===== config.mk =====
export PLATFORM = sky130hd
export DESIGN_NAME = wb_subsystem
export DESIGN_NICKNAME = d
export VERILOG_FILES = /design/src/wb_pkg.sv /design/src/wb_subsystem.sv /design/src/wb_regs.sv /design/src/write_buffer.sv /design/src/wb_fifo.sv
export SDC_FILE = /design/constraint.sdc
export NUM_CORES = 1
export LEC_CHECK = 0
export ABC_AREA = 1
export BUFFER_PORTS_ARGS = -buffer_cell sky130_fd_sc_hd__buf_2
export CORE_MARGIN = 5
export CORE_UTILIZATION = 25
export DETAILED_ROUTE_END_ITERATION = 10
export HOLD_SLACK_MARGIN = 0.03
export PLACE_DENSITY = 0.48
export SETUP_SLACK_MARGIN = 0.2
export SYNTH_ARGS = -nofsm -noshare
export SYNTH_HDL_FRONTEND = slang
export SYNTH_HIERARCHICAL = 1
export SYNTH_SLANG_ARGS = --single-unit

===== constraint.sdc =====
create_clock -name i_clock -period 7.39 [get_ports i_clock]
set_input_delay 0.3695 -clock i_clock [delete_from_list [all_inputs] [get_ports i_clock]]
set_output_delay 0.3695 -clock i_clock [all_outputs]
set_load 0.03 [all_outputs]

===== src/wb_pkg.sv =====
`default_nettype none

package wb_pkg;

	// Processor and memory bus widths
	localparam int WB_ADDR_W = 32;
	localparam int WB_DATA_W = 32;

	// Posted-write queue sizing
	localparam int WB_DEPTH = 4;
	localparam int WB_PTR_W = $clog2(WB_DEPTH);
	localparam int WB_LEVEL_W = WB_PTR_W + 1;

	// APB register block
	localparam int WB_APB_ADDR_W = 8;
	localparam int WB_REG_W = 32;

	localparam logic [WB_APB_ADDR_W-1:0] REG_CTRL = 8'h00;
	localparam logic [WB_APB_ADDR_W-1:0] REG_STATUS = 8'h04;
	localparam logic [WB_APB_ADDR_W-1:0] REG_WCOUNT = 8'h08;
	localparam logic [WB_APB_ADDR_W-1:0] REG_DCOUNT = 8'h0c;
	localparam logic [WB_APB_ADDR_W-1:0] REG_RCOUNT = 8'h10;

	// Bit positions inside REG_CTRL and REG_STATUS
	localparam int CTRL_STALL_READ = 0;
	localparam int CTRL_DRAIN_ENABLE = 1;
	localparam int STATUS_EMPTY = 0;
	localparam int STATUS_FULL = 1;
	localparam int STATUS_LEVEL_LSB = 4;

	// One queued write, address in the upper half
	typedef struct packed {
		logic [WB_ADDR_W-1:0] address;
		logic [WB_DATA_W-1:0] data;
	} wb_entry_t;

	// Controller states
	typedef enum logic [1:0] {
		IDLE = 2'd0,
		WRITE_ACK = 2'd1,
		READ_BUS = 2'd2,
		DRAIN = 2'd3
	} wb_state_t;

endpackage

`default_nettype wire

===== src/wb_subsystem.sv =====
`timescale 1ns/1ps
`default_nettype none

module wb_subsystem (
	input logic i_clock,
	input logic i_rst_n,

	// Processor side
	input logic i_cpu_request,
	input logic i_cpu_rw,
	input logic [wb_pkg::WB_ADDR_W-1:0] i_cpu_address,
	input logic [wb_pkg::WB_DATA_W-1:0] i_cpu_wdata,
	output logic o_cpu_ready,
	output logic [wb_pkg::WB_DATA_W-1:0] o_cpu_rdata,

	// Memory bus
	output logic o_bus_request,
	output logic o_bus_rw,
	output logic [wb_pkg::WB_ADDR_W-1:0] o_bus_address,
	output logic [wb_pkg::WB_DATA_W-1:0] o_bus_wdata,
	input logic i_bus_ready,
	input logic [wb_pkg::WB_DATA_W-1:0] i_bus_rdata,

	// APB register access
	input logic i_apb_psel,
	input logic i_apb_penable,
	input logic i_apb_pwrite,
	input logic [wb_pkg::WB_APB_ADDR_W-1:0] i_apb_paddr,
	input logic [wb_pkg::WB_REG_W-1:0] i_apb_pwdata,
	output logic [wb_pkg::WB_REG_W-1:0] o_apb_prdata,
	output logic o_apb_pready,
	output logic o_apb_pslverr
);

	logic stall_read;
	logic drain_enable;
	logic write_accepted;
	logic drain_done;
	logic read_done;
	logic empty;
	logic full;
	logic [wb_pkg::WB_LEVEL_W-1:0] level;

	write_buffer u_write_buffer (
		.i_clock(i_clock),
		.i_rst_n(i_rst_n),
		.i_cpu_request(i_cpu_request),
		.i_cpu_rw(i_cpu_rw),
		.i_cpu_address(i_cpu_address),
		.i_cpu_wdata(i_cpu_wdata),
		.o_cpu_ready(o_cpu_ready),
		.o_cpu_rdata(o_cpu_rdata),
		.o_bus_request(o_bus_request),
		.o_bus_rw(o_bus_rw),
		.o_bus_address(o_bus_address),
		.o_bus_wdata(o_bus_wdata),
		.i_bus_ready(i_bus_ready),
		.i_bus_rdata(i_bus_rdata),
		.i_stall_read(stall_read),
		.i_drain_enable(drain_enable),
		.o_write_accepted(write_accepted),
		.o_drain_done(drain_done),
		.o_read_done(read_done),
		.o_empty(empty),
		.o_full(full),
		.o_level(level)
	);

	wb_regs u_regs (
		.i_clock(i_clock),
		.i_rst_n(i_rst_n),
		.i_apb_psel(i_apb_psel),
		.i_apb_penable(i_apb_penable),
		.i_apb_pwrite(i_apb_pwrite),
		.i_apb_paddr(i_apb_paddr),
		.i_apb_pwdata(i_apb_pwdata),
		.o_apb_prdata(o_apb_prdata),
		.o_apb_pready(o_apb_pready),
		.o_apb_pslverr(o_apb_pslverr),
		.i_empty(empty),
		.i_full(full),
		.i_level(level),
		.i_write_accepted(write_accepted),
		.i_drain_done(drain_done),
		.i_read_done(read_done),
		.o_stall_read(stall_read),
		.o_drain_enable(drain_enable)
	);

endmodule

`default_nettype wire


===== src/wb_regs.sv =====
`timescale 1ns/1ps
`default_nettype none

module wb_regs (
	input logic i_clock,
	input logic i_rst_n,

	// APB slave
	input logic i_apb_psel,
	input logic i_apb_penable,
	input logic i_apb_pwrite,
	input logic [wb_pkg::WB_APB_ADDR_W-1:0] i_apb_paddr,
	input logic [wb_pkg::WB_REG_W-1:0] i_apb_pwdata,
	output logic [wb_pkg::WB_REG_W-1:0] o_apb_prdata,
	output logic o_apb_pready,
	output logic o_apb_pslverr,

	// Buffer status and events
	input logic i_empty,
	input logic i_full,
	input logic [wb_pkg::WB_LEVEL_W-1:0] i_level,
	input logic i_write_accepted,
	input logic i_drain_done,
	input logic i_read_done,

	// Mode bits
	output logic o_stall_read,
	output logic o_drain_enable
);

	logic [wb_pkg::WB_REG_W-1:0] wcount;
	logic [wb_pkg::WB_REG_W-1:0] dcount;
	logic [wb_pkg::WB_REG_W-1:0] rcount;
	logic [wb_pkg::WB_REG_W-1:0] ctrl_word;
	logic [wb_pkg::WB_REG_W-1:0] status_word;
	logic access;
	logic mapped;

	assign access = i_apb_psel && i_apb_penable;

	assign ctrl_word = {{(wb_pkg::WB_REG_W - 2){1'b0}}, o_drain_enable, o_stall_read};

	// Bits 3:2 are reserved and read as zero
	assign status_word = {{(wb_pkg::WB_REG_W - wb_pkg::STATUS_LEVEL_LSB - wb_pkg::WB_LEVEL_W){1'b0}},
		i_level, 2'b00, i_full, i_empty};

	always_comb begin
		mapped = 1'b1;
		o_apb_prdata = '0;
		case (i_apb_paddr)
			wb_pkg::REG_CTRL: o_apb_prdata = ctrl_word;
			wb_pkg::REG_STATUS: o_apb_prdata = status_word;
			wb_pkg::REG_WCOUNT: o_apb_prdata = wcount;
			wb_pkg::REG_DCOUNT: o_apb_prdata = dcount;
			wb_pkg::REG_RCOUNT: o_apb_prdata = rcount;
			default: mapped = 1'b0;
		endcase
	end

	// No wait states
	assign o_apb_pready = 1'b1;
	assign o_apb_pslverr = access && !mapped;

	always_ff @(posedge i_clock or negedge i_rst_n) begin
		if (!i_rst_n) begin
			o_stall_read <= 1'b0;
			o_drain_enable <= 1'b1;
		end else if (access && i_apb_pwrite && i_apb_paddr == wb_pkg::REG_CTRL) begin
			o_stall_read <= i_apb_pwdata[wb_pkg::CTRL_STALL_READ];
			o_drain_enable <= i_apb_pwdata[wb_pkg::CTRL_DRAIN_ENABLE];
		end
	end

	// Traffic counters wrap at 2**32
	always_ff @(posedge i_clock or negedge i_rst_n) begin
		if (!i_rst_n) begin
			wcount <= '0;
			dcount <= '0;
			rcount <= '0;
		end else begin
			if (i_write_accepted) begin
				wcount <= wcount + 1'b1;
			end
			if (i_drain_done) begin
				dcount <= dcount + 1'b1;
			end
			if (i_read_done) begin
				rcount <= rcount + 1'b1;
			end
		end
	end

endmodule

`default_nettype wire


===== src/write_buffer.sv =====
`timescale 1ns/1ps
`default_nettype none

module write_buffer (
	input logic i_clock,
	input logic i_rst_n,

	// Processor side
	input logic i_cpu_request,
	input logic i_cpu_rw,
	input logic [wb_pkg::WB_ADDR_W-1:0] i_cpu_address,
	input logic [wb_pkg::WB_DATA_W-1:0] i_cpu_wdata,
	output logic o_cpu_ready,
	output logic [wb_pkg::WB_DATA_W-1:0] o_cpu_rdata,

	// Memory bus
	output logic o_bus_request,
	output logic o_bus_rw,
	output logic [wb_pkg::WB_ADDR_W-1:0] o_bus_address,
	output logic [wb_pkg::WB_DATA_W-1:0] o_bus_wdata,
	input logic i_bus_ready,
	input logic [wb_pkg::WB_DATA_W-1:0] i_bus_rdata,

	// Mode bits and status for the register block
	input logic i_stall_read,
	input logic i_drain_enable,
	output logic o_write_accepted,
	output logic o_drain_done,
	output logic o_read_done,
	output logic o_empty,
	output logic o_full,
	output logic [wb_pkg::WB_LEVEL_W-1:0] o_level
);

	wb_pkg::wb_state_t state;
	wb_pkg::wb_state_t next_state;

	logic fifo_push;
	logic fifo_pop;
	wb_pkg::wb_entry_t fifo_push_entry;
	wb_pkg::wb_entry_t fifo_head;
	logic fifo_empty;
	logic fifo_full;
	logic [wb_pkg::WB_LEVEL_W-1:0] fifo_level;

	// Entry being written out, captured when it leaves the queue
	wb_pkg::wb_entry_t drain_entry;
	logic read_stalled;

	wb_fifo u_fifo (
		.i_clock(i_clock),
		.i_rst_n(i_rst_n),
		.i_push(fifo_push),
		.i_push_entry(fifo_push_entry),
		.i_pop(fifo_pop),
		.o_head_entry(fifo_head),
		.o_empty(fifo_empty),
		.o_full(fifo_full),
		.o_level(fifo_level)
	);

	assign fifo_push_entry.address = i_cpu_address;
	assign fifo_push_entry.data = i_cpu_wdata;

	// A read waits for older writes only in stall mode
	assign read_stalled = i_stall_read && !fifo_empty;

	assign o_cpu_rdata = i_bus_rdata;
	assign o_empty = fifo_empty;
	assign o_full = fifo_full;
	assign o_level = fifo_level;

	always_ff @(posedge i_clock or negedge i_rst_n) begin
		if (!i_rst_n) begin
			state <= wb_pkg::IDLE;
		end else begin
			state <= next_state;
		end
	end

	always_ff @(posedge i_clock) begin
		if (fifo_pop) begin
			drain_entry <= fifo_head;
		end
	end

	always_comb begin
		next_state = state;
		fifo_push = 1'b0;
		fifo_pop = 1'b0;
		o_cpu_ready = 1'b0;
		o_bus_request = 1'b0;
		o_bus_rw = 1'b0;
		o_bus_address = '0;
		o_bus_wdata = '0;
		o_write_accepted = 1'b0;
		o_drain_done = 1'b0;
		o_read_done = 1'b0;

		case (state)
			wb_pkg::IDLE: begin
				if (i_cpu_request && i_cpu_rw && !fifo_full) begin
					// Posted write, acknowledged at once
					fifo_push = 1'b1;
					o_cpu_ready = 1'b1;
					o_write_accepted = 1'b1;
					next_state = wb_pkg::WRITE_ACK;
				end else if (i_cpu_request && !i_cpu_rw && !read_stalled) begin
					o_bus_request = 1'b1;
					o_bus_address = i_cpu_address;
					o_cpu_ready = i_bus_ready;
					if (i_bus_ready) begin
						o_read_done = 1'b1;
						next_state = wb_pkg::WRITE_ACK;
					end else begin
						next_state = wb_pkg::READ_BUS;
					end
				end else if (!fifo_empty && i_drain_enable) begin
					// Nothing accepted this cycle so the bus is free for the queue
					fifo_pop = 1'b1;
					next_state = wb_pkg::DRAIN;
				end
			end

			wb_pkg::WRITE_ACK: begin
				// Close the handshake; only a write sees ready again
				o_cpu_ready = i_cpu_request && i_cpu_rw;
				if (!i_cpu_request) begin
					next_state = wb_pkg::IDLE;
				end
			end

			wb_pkg::READ_BUS: begin
				o_bus_request = 1'b1;
				o_bus_address = i_cpu_address;
				o_cpu_ready = i_bus_ready;
				if (i_bus_ready) begin
					o_read_done = 1'b1;
					next_state = wb_pkg::WRITE_ACK;
				end
			end

			wb_pkg::DRAIN: begin
				o_bus_request = 1'b1;
				o_bus_rw = 1'b1;
				o_bus_address = drain_entry.address;
				o_bus_wdata = drain_entry.data;
				if (i_bus_ready) begin
					o_drain_done = 1'b1;
					next_state = wb_pkg::IDLE;
				end
			end

			default: begin
				next_state = wb_pkg::IDLE;
			end
		endcase
	end

endmodule

`default_nettype wire


===== src/wb_fifo.sv =====
`timescale 1ns/1ps
`default_nettype none

module wb_fifo (
	input logic i_clock,
	input logic i_rst_n,
	input logic i_push,
	input wb_pkg::wb_entry_t i_push_entry,
	input logic i_pop,
	output wb_pkg::wb_entry_t o_head_entry,
	output logic o_empty,
	output logic o_full,
	output logic [wb_pkg::WB_LEVEL_W-1:0] o_level
);

	wb_pkg::wb_entry_t entries [wb_pkg::WB_DEPTH];

	logic [wb_pkg::WB_PTR_W-1:0] wr_ptr;
	logic [wb_pkg::WB_PTR_W-1:0] rd_ptr;
	logic [wb_pkg::WB_LEVEL_W-1:0] level;
	logic push_ok;
	logic pop_ok;

	// Requests that would overflow or underflow are dropped here
	assign push_ok = i_push && !o_full;
	assign pop_ok = i_pop && !o_empty;

	assign o_empty = (level == '0);
	assign o_full = (level == wb_pkg::WB_LEVEL_W'(wb_pkg::WB_DEPTH));
	assign o_level = level;
	assign o_head_entry = entries[rd_ptr];

	always_ff @(posedge i_clock or negedge i_rst_n) begin
		if (!i_rst_n) begin
			wr_ptr <= '0;
			rd_ptr <= '0;
			level <= '0;
		end else begin
			if (push_ok) begin
				if (wr_ptr == wb_pkg::WB_PTR_W'(wb_pkg::WB_DEPTH - 1)) begin
					wr_ptr <= '0;
				end else begin
					wr_ptr <= wr_ptr + 1'b1;
				end
			end
			if (pop_ok) begin
				if (rd_ptr == wb_pkg::WB_PTR_W'(wb_pkg::WB_DEPTH - 1)) begin
					rd_ptr <= '0;
				end else begin
					rd_ptr <= rd_ptr + 1'b1;
				end
			end
			// Simultaneous push and pop leaves the level unchanged
			if (push_ok && !pop_ok) begin
				level <= level + 1'b1;
			end else if (pop_ok && !push_ok) begin
				level <= level - 1'b1;
			end
		end
	end

	// Storage
	always_ff @(posedge i_clock) begin
		if (push_ok) begin
			entries[wr_ptr] <= i_push_entry;
		end
	end

endmodule

`default_nettype wire


Word level (Yosys, flattened, before mapping)
Memory sizes are Yosys's and may differ from the RTL's. A register that Yosys moved wholly into a read port is not among the register bits.
Cells that the tools add are included.
{ "op_classes": {"shifts": 0, "n_eq_ne": 14, "muxes": 38, "div_mod_pow": 0, "n_mul": 0, "bitwise": 0, "add_sub_neg": 7, "reduce_logical": 28, "order_cmp": 0} }
{ "op_table": {"columns": ["op", "n"], "rows": [
  ["$pmux W32 S5", 1],
  ["$add A32 B1 Y32 const B", 3],
  ["$mux W32", 3],
  ["$pmux W32 S3", 1],
  ["$mux W1", 18],
  ["$mux W2", 9],
  ["$eq A8 B4 Y1 const B", 2],
  ["$logic_and A1 B1 Y1", 14],
  ["$eq A2 B2 Y1 const B", 4],
  ["$eq A8 B3 Y1 const B", 1],
  ["$eq A8 B5 Y1 const B", 1],
  ["$logic_not A8 Y1", 1],
  ["$pmux W2 S4", 1],
  ["$logic_not A1 Y1", 7],
  ["$mux W3", 2],
  ["$ne A2 B2 Y1 const B", 3],
  ["$reduce_or A5 Y1", 1],
  ["$add A2 B1 Y2 const B", 2],
  ["$ne A4 B1 Y1 const B", 1],
  ["$pmux W1 S2", 2],
  ["$reduce_and A4 Y1", 1],
  ["$add A3 B1 Y3 const B", 1],
  ["$eq A3 B3 Y1 const B", 1],
  ["$logic_not A3 Y1", 1],
  ["other kinds (6)", 6]
]} }
{ "word_totals": {"romBits": 0, "ff_bits": 107, "ram_bits": 256, "memories": 1, "latch_bits": 0, "word_cells": 97} }
{ "mem_list": {"columns": ["name", "depth", "width", "rd", "rd_clocked_by_memory_dff", "wr", "line", "source"], "rows": [
  ["u_write_buffer.u_fifo.entries", 4, 64, 1, 1, 1, "wb_fifo.sv:16", "wb_pkg::wb_entry_t entries [wb_pkg::WB_DEPTH];"]
]} }

Logic depth before layout (Yosys ltp)
{ "depth": {"word_depth": 12, "mapped_depth": 17, "ltp_nobuf": 17} }

Modules after synthesis
The synthesis kept the hierarchy.
{ "modules_own_cells": {"columns": ["mod", "instances", "cells_each", "area_each_um2"], "rows": [
  ["wb_fifo", 1, 807, 10692.8],
  ["wb_regs", 1, 837, 6067.1],
  ["write_buffer", 1, 356, 3427.0]
]} }

Worst setup path before layout
Ideal clock, no wire load.
{ "synth_path": {"path_type": "reg-to-reg", "startpoint": "register u_write_buffer.u_fifo.level (netlist bit u_write_buffer/u_fifo/o_level[0])", "endpoint": "register u_write_buffer.u_fifo.level (netlist bit u_write_buffer/u_fifo/o_level[1])", "arrival_time_ns": 5.076, "n_path_buf": 0, "path_stages_with_launch": 15, "setup_slack_ns": 2.188, "cell_sequence": "dfrtp_1 -> inv_1 -> nand3_1 -> inv_1 -> inv_1 -> nand2_1 -> nand2_1 -> nand3_1 -> nor2_1 -> nand2_1 -> ha_1 -> inv_1 -> fa_1 -> nand2_1 -> o21ai_0"} }
{ "synth_between": {"elab_chain_len": 12, "elab_cells_between_ends": 26, "cone_classes": "2 x add/sub; 1 x eq/ne; 8 x mux; 15 x reduce/logical"} }
{ "synth_lines": {"columns": ["item", "line", "source"], "rows": [
  ["start: declaration", "wb_fifo.sv:20", "logic [wb_pkg::WB_LEVEL_W-1:0] level;"],
  ["start signal: assignment", "wb_fifo.sv:55", "level <= level + 1'b1;"],
  ["start signal: assignment", "wb_fifo.sv:57", "level <= level - 1'b1;"],
  ["$logic_not A3 Y1 (*)", "wb_fifo.sv:28", "assign o_empty = (level == '0);"],
  ["via empty", "wb_subsystem.sv:40", "logic empty;"],
  ["$logic_not A1 Y1 (*)", "write_buffer.sv:66, write_buffer.sv:118", null],
  ["$logic_and A1 B1 Y1", "write_buffer.sv:66", "assign read_stalled = i_stall_read && !fifo_empty;"],
  ["$logic_not A1 Y1", "write_buffer.sv:108", "end else if (i_cpu_request && !i_cpu_rw && !read_stalled) begin"],
  ["$logic_and A1 B1 Y1", "write_buffer.sv:108", null],
  ["$mux W1 (*)", "write_buffer.sv:108", null],
  ["$mux W1 (*)", "write_buffer.sv:102", "if (i_cpu_request && i_cpu_rw && !fifo_full) begin"],
  ["$mux W1 (*)", "write_buffer.sv:100", "case (state)"],
  ["via u_write_buffer.fifo_pop", "write_buffer.sv:39", "logic fifo_pop;"],
  ["$logic_and A1 B1 Y1 (*)", "wb_fifo.sv:26", "assign pop_ok = i_pop && !o_empty;"],
  ["$logic_not A1 Y1", "wb_fifo.sv:54", "if (push_ok && !pop_ok) begin"],
  ["$logic_and A1 B1 Y1", "wb_fifo.sv:54", null],
  ["$mux W3 or $reduce_bool A2 Y1 (tied branches)", null, null]
]} }
Mark *: on every way through the listed nets, which the timed path passes. The rest lies on a longest branch. The select of a mux whose other input is x is not followed.
A chain may end at the register's enable or synchronous reset.

Worst setup path in the final report
{ "layout_path": {"startpoint": "register u_write_buffer.state[0]", "endpoint": "memory u_write_buffer/u_fifo/entries[2][38] in the netlist's numbering, enable pin"} }
{ "layout_between": {"elab_chain_len": 5} }
{ "layout_lines": {"columns": ["item", "line", "source"], "rows": [
  ["start: declaration", "write_buffer.sv:35", "wb_pkg::wb_state_t state;"],
  ["start signal: assignment", "write_buffer.sv:75", "state <= wb_pkg::IDLE;"],
  ["start signal: assignment", "write_buffer.sv:77", "state <= next_state;"],
  ["$logic_not A2 Y1", null, null],
  ["$mux W1", null, null],
  ["via write_accepted", "wb_subsystem.sv:37", "logic write_accepted;"],
  ["$logic_and A1 B1 Y1", "wb_fifo.sv:25", "assign push_ok = i_push && !o_full;"],
  ["$mux W1", "wb_fifo.sv:64", "if (push_ok) begin"],
  ["$mux W1 (implied by the code)", "wb_fifo.sv:65", "entries[wr_ptr] <= i_push_entry;"],
  ["end: declaration", "wb_fifo.sv:16", null]
]} }
The timed path passes the listed nets, and every way through them passes these cells.

==> impl_metrics.ini <==
[outcome]
status = finished clean

[critical_path]
critical_path.endpoint_type = register
worstSetupPathType = reg -> reg
cp_data_arrival_time_ns = 4.52
slowest_delay_ns = 0.88
worstSetupStartpointType = register
timing.reg2reg.worst_path_depth = 6
regToRegEndpoint = u_write_buffer/u_fifo/entries[2][38]$_DFFE_PP_
cpMaxStageDelayCell = nor2_4
critical_path_peak_fanout = 34
critPathRequiredTime_ns = 7.61
r2r_slack_ns = 3.09
cell_by_cell_listing_of_the_critical_path = inv_2, nand2_2, nor2_1, nand2_1, nor2_4, buf_4
reg2reg_from = u_write_buffer/state[0]$_DFFE_PN0P_

[synth]
yosysWarnings = 6
ys_ff_latch = 427
mappedNetlistArea_sq_mm = 0.0202
synthesis.nets = 2154
synth_cells = 2000
post_synth.cell_area_avg_sq_um = 10.1
synth_top_area_cell = edfxtp_1
yosysUniqueCellTypes = 38
yosysSeqAreaShare_pct = 60.9
post_synth_main_area_contributors = edfxtp_1 (48%), dfrtp_1 (13%), nand2_1 (9.7%)
netlist.area_leader.share_pct = 47.6

[detailed_routing]
detail_route.vias_per_cell = 4.39
drcViolationCount = 0
vias = 14500
antenna_violating_nets_post_route = 0
drt-total-wl_microns = 55000
detail_route.iter0.violations = 751
firstDrtPassIters = 5
avgRoutedWirePerCell_microns = 16.7

[clock_network]
cts_setup_buffers = 0
htree_levels = 2
cts_buffer_depth = 3
tritoncts_num_sinks = 427
cts-buffers-inserted = 49
path_clk_slew_ns = 0.05
tritoncts = built
clock-root-buffer = clkbuf_16
insertion_delay_ns = 0.58

[grt]
antenna_found_initial = 3
grt_pass1_wl_microns = 84400
globalRoute.totalOverflow = 0
first_global_vias = 14500
grt_util_all_layers_pct = 12.4
grt_max_degree = 105

[power_and_ir_drop]
switching_component_of_the_power_w = 0.00194
sequentialPowerShare_pct = 45.1
power.leakage_nw = 9.81
power_density_mw_per_mm2 = 268
power.share.clock_pct = 36.6
p_comb_share_pct = 18.3
net_switching_share_of_the_total_power_pct = 30.2
ir_worst_vdd_mv = 0.147
internal_power_w = 0.00448
power_w = 0.00642

[worst_hold_path]
worst_hold_path.endpoint = u_write_buffer/u_fifo/entries[0][56]$_DFFE_PP_
min_path_cells = 1
hp-class = in -> reg
hold_path.startpoint = i_cpu_address[24]

[sta]
finalHoldViolations = 0
setup_slack_ns = 3.09
finalMaxSlewViolations = 0
tns_ns = 0
unrepaired_setup_endpoints_after_global_routing = no
fmaxAchievable_mhz = 233
worst_pin_slew_ns = 1.07
min_period_over_period_pct = 58.2
final.hold.worst_slack_ns = 0.0715
period_minus_slack_ns = 4.30
setup_viol_count_final = 0
clock-skew-final_ns = 0.0180
remaining_max_slew_budget_at_the_tightest_pin_pct = 28.2

[layout]
mostFrequentLayoutCell = nand2_1
fin_util_pct = 29.8
flow.area_growth_from_synthesis_pct = 18.4
layout.cells.most_common_list = nand2_1 (520), edfxtp_1 (320), inv_1 (305)
final_net_count = 2351
n_fill_cell = 8299
proportion_of_layout_cells_with_a_drive_suffix_above_1_pct = 14.0

[placement]
gp_congestion = 0.846
dp_hpwl_microns = 35700
port_buffers = 181
place_worst_setup_slack_ns = 2.96

[floorplan]
die_area_sq_mm = 0.0865
placement_rows = 104
chip_height_microns = 294
initial_core_utilization_pct = 25.1
chipWidth_microns = 294
pin_count = 277
placeableCoreArea_sq_mm = 0.0803

[flow_run]
cap_viol_max_count = 0
==> cell usage after synthesis <==
cell type / n
buf_2: 28
nand3_1: 144
dfstp_2: 1
nand3b_1: 10
nor3_4: 1
nor3_1: 15
ha_1: 9
clkbuf_1: 9
nand2_4: 1
clkinv_2: 1
nand4_1: 67
edfxtp_1: 320
o21ai_0: 7
o22ai_1: 2
dfrtp_1: 106
nand2_1: 520
fa_1: 1
xnor2_1: 21
o211ai_1: 150
o211ai_2: 1
inv_2: 9
nor2_1: 127
buf_6: 32
nor3_2: 4
inv_1: 305
nand2_2: 6
buf_4: 36
xor2_2: 1
nor2_8: 1
nand3_2: 1
nor4_1: 2
nor2_2: 10
conb_1: 1
xor2_1: 41
nor2_4: 6
nor3b_2: 1
and2_1: 2
o21bai_1: 1
==> power by group through the flow <==
stage | Combinational, W | Sequential, W | Clock, W
2_1_floorplan | 0.000892 | 0.00289 | 0
3_3_place_gp | 0.00115 | 0.00294 | 0
3_5_place_dp | 0.00117 | 0.00294 | 0
4_1_cts | 0.00120 | 0.00289 | 0.00245
5_1_grt | 0.00131 | 0.00291 | 0.00254
6_report | 0.00118 | 0.00289 | 0.00235
==> flip-flops by register name, indices dropped and copies added, names as in the netlist <==
register and count:
u_regs/dcount 32, u_write_buffer/u_fifo/rd_ptr 2, u_regs/o_drain_enable 1, u_write_buffer/u_fifo/wr_ptr 2, u_write_buffer/state 2, u_write_buffer/u_fifo/entries 256, u_write_buffer/drain_entry 64, u_regs/wcount 32
u_regs/rcount 32, u_regs/o_stall_read 1, u_write_buffer/u_fifo/o_level 3
==> per-layer routing <==
layer  part of all wire [%]  vias to the layer above  routed length, microns  GRT usage (%)
li1                       -                     7012                       -              -
met5                      0                        -                       0              0
met2                     46                      387                   25300           20.5
met3                    6.3                       93                    3450           2.63
met4                    2.9                        0                    1610           4.01
met1                     45                     6971                   24700           16.3
==> how the worst max path moves through the flow <==
| stage | startpoint | end | cells after the start |
|---|---|---|---|
| CTS | u_write_buffer/state[0]$_DFFE_PN0P_ | u_write_buffer/u_fifo/entries[2][56]$_DFFE_PP_ | 6 |
| floorplan | u_write_buffer/u_fifo/o_level[0]$_DFFE_PN0P_ | u_write_buffer/u_fifo/o_level[1]$_DFFE_PN0P_ | 14 |
| finish | u_write_buffer/state[0]$_DFFE_PN0P_ | u_write_buffer/u_fifo/entries[2][38]$_DFFE_PP_ | 6 |
| global route | u_write_buffer/state[0]$_DFFE_PN0P_ | u_write_buffer/u_fifo/entries[2][56]$_DFFE_PP_ | 6 |
| global placement | u_write_buffer/state[0]$_DFFE_PN0P_ | u_write_buffer/u_fifo/entries[2][36]$_DFFE_PP_ | 6 |
| detailed placement | u_write_buffer/state[0]$_DFFE_PN0P_ | u_write_buffer/u_fifo/entries[2][36]$_DFFE_PP_ | 6 |
==> metrics by stage <==
stage,instances,area (sq um)
5_1_grt,3292,23900
2_1_floorplan,2000,20200
6_report,3298,23900
3_3_place_gp,3152,21800
3_5_place_dp,3152,21800
4_1_cts,3292,23900
==> worst max-delay path: cells and delay by family (launching register included) <==
family	cells	cell delay (ns)
AND/OR/NAND/NOR	4	2.34
buffers and inverters	2	1.14
flip-flops	1	0.44
==> cell families (layout without fill, tap and decap cells) <==
| logic type | after synthesis | in the layout | synth area share (%) |
|---|---|---|---|
| xor+xnor | 63 | 63 | 2.77 |
| simple gates | 918 | 918 | 19.9 |
| compound gates | 161 | 161 | 5.91 |
| flops | 427 | 427 | 60.9 |
| buf+inv | 420 | 652 | 9.85 |
| other cells | 1 | 7 | 0.0186 |
| fa+ha+maj | 10 | 10 | 0.657 |
==> final cells by class <==
class | instances | area (sq um) | area share, %
Multi-Input combinational cell | 1153 | 5950 | 24.9
Clock inverter | 14 | 146 | 0.612
Clock buffer | 72 | 1430 | 5.96
Tap cell | 1060 | 1330 | 5.55
Antenna cell | 6 | 15.0 | 0.0628
Inverter | 315 | 1180 | 4.96
Timing Repair Buffer | 251 | 1570 | 6.56
Sequential cell | 427 | 12300 | 51.4
==> timing repair <==
action / CTS / global route
hold buffers: 54 / 0
hold endpoints to repair: 257 / 0
gates resized for setup: 0 / 0
(Power assumes the default switching activity.)
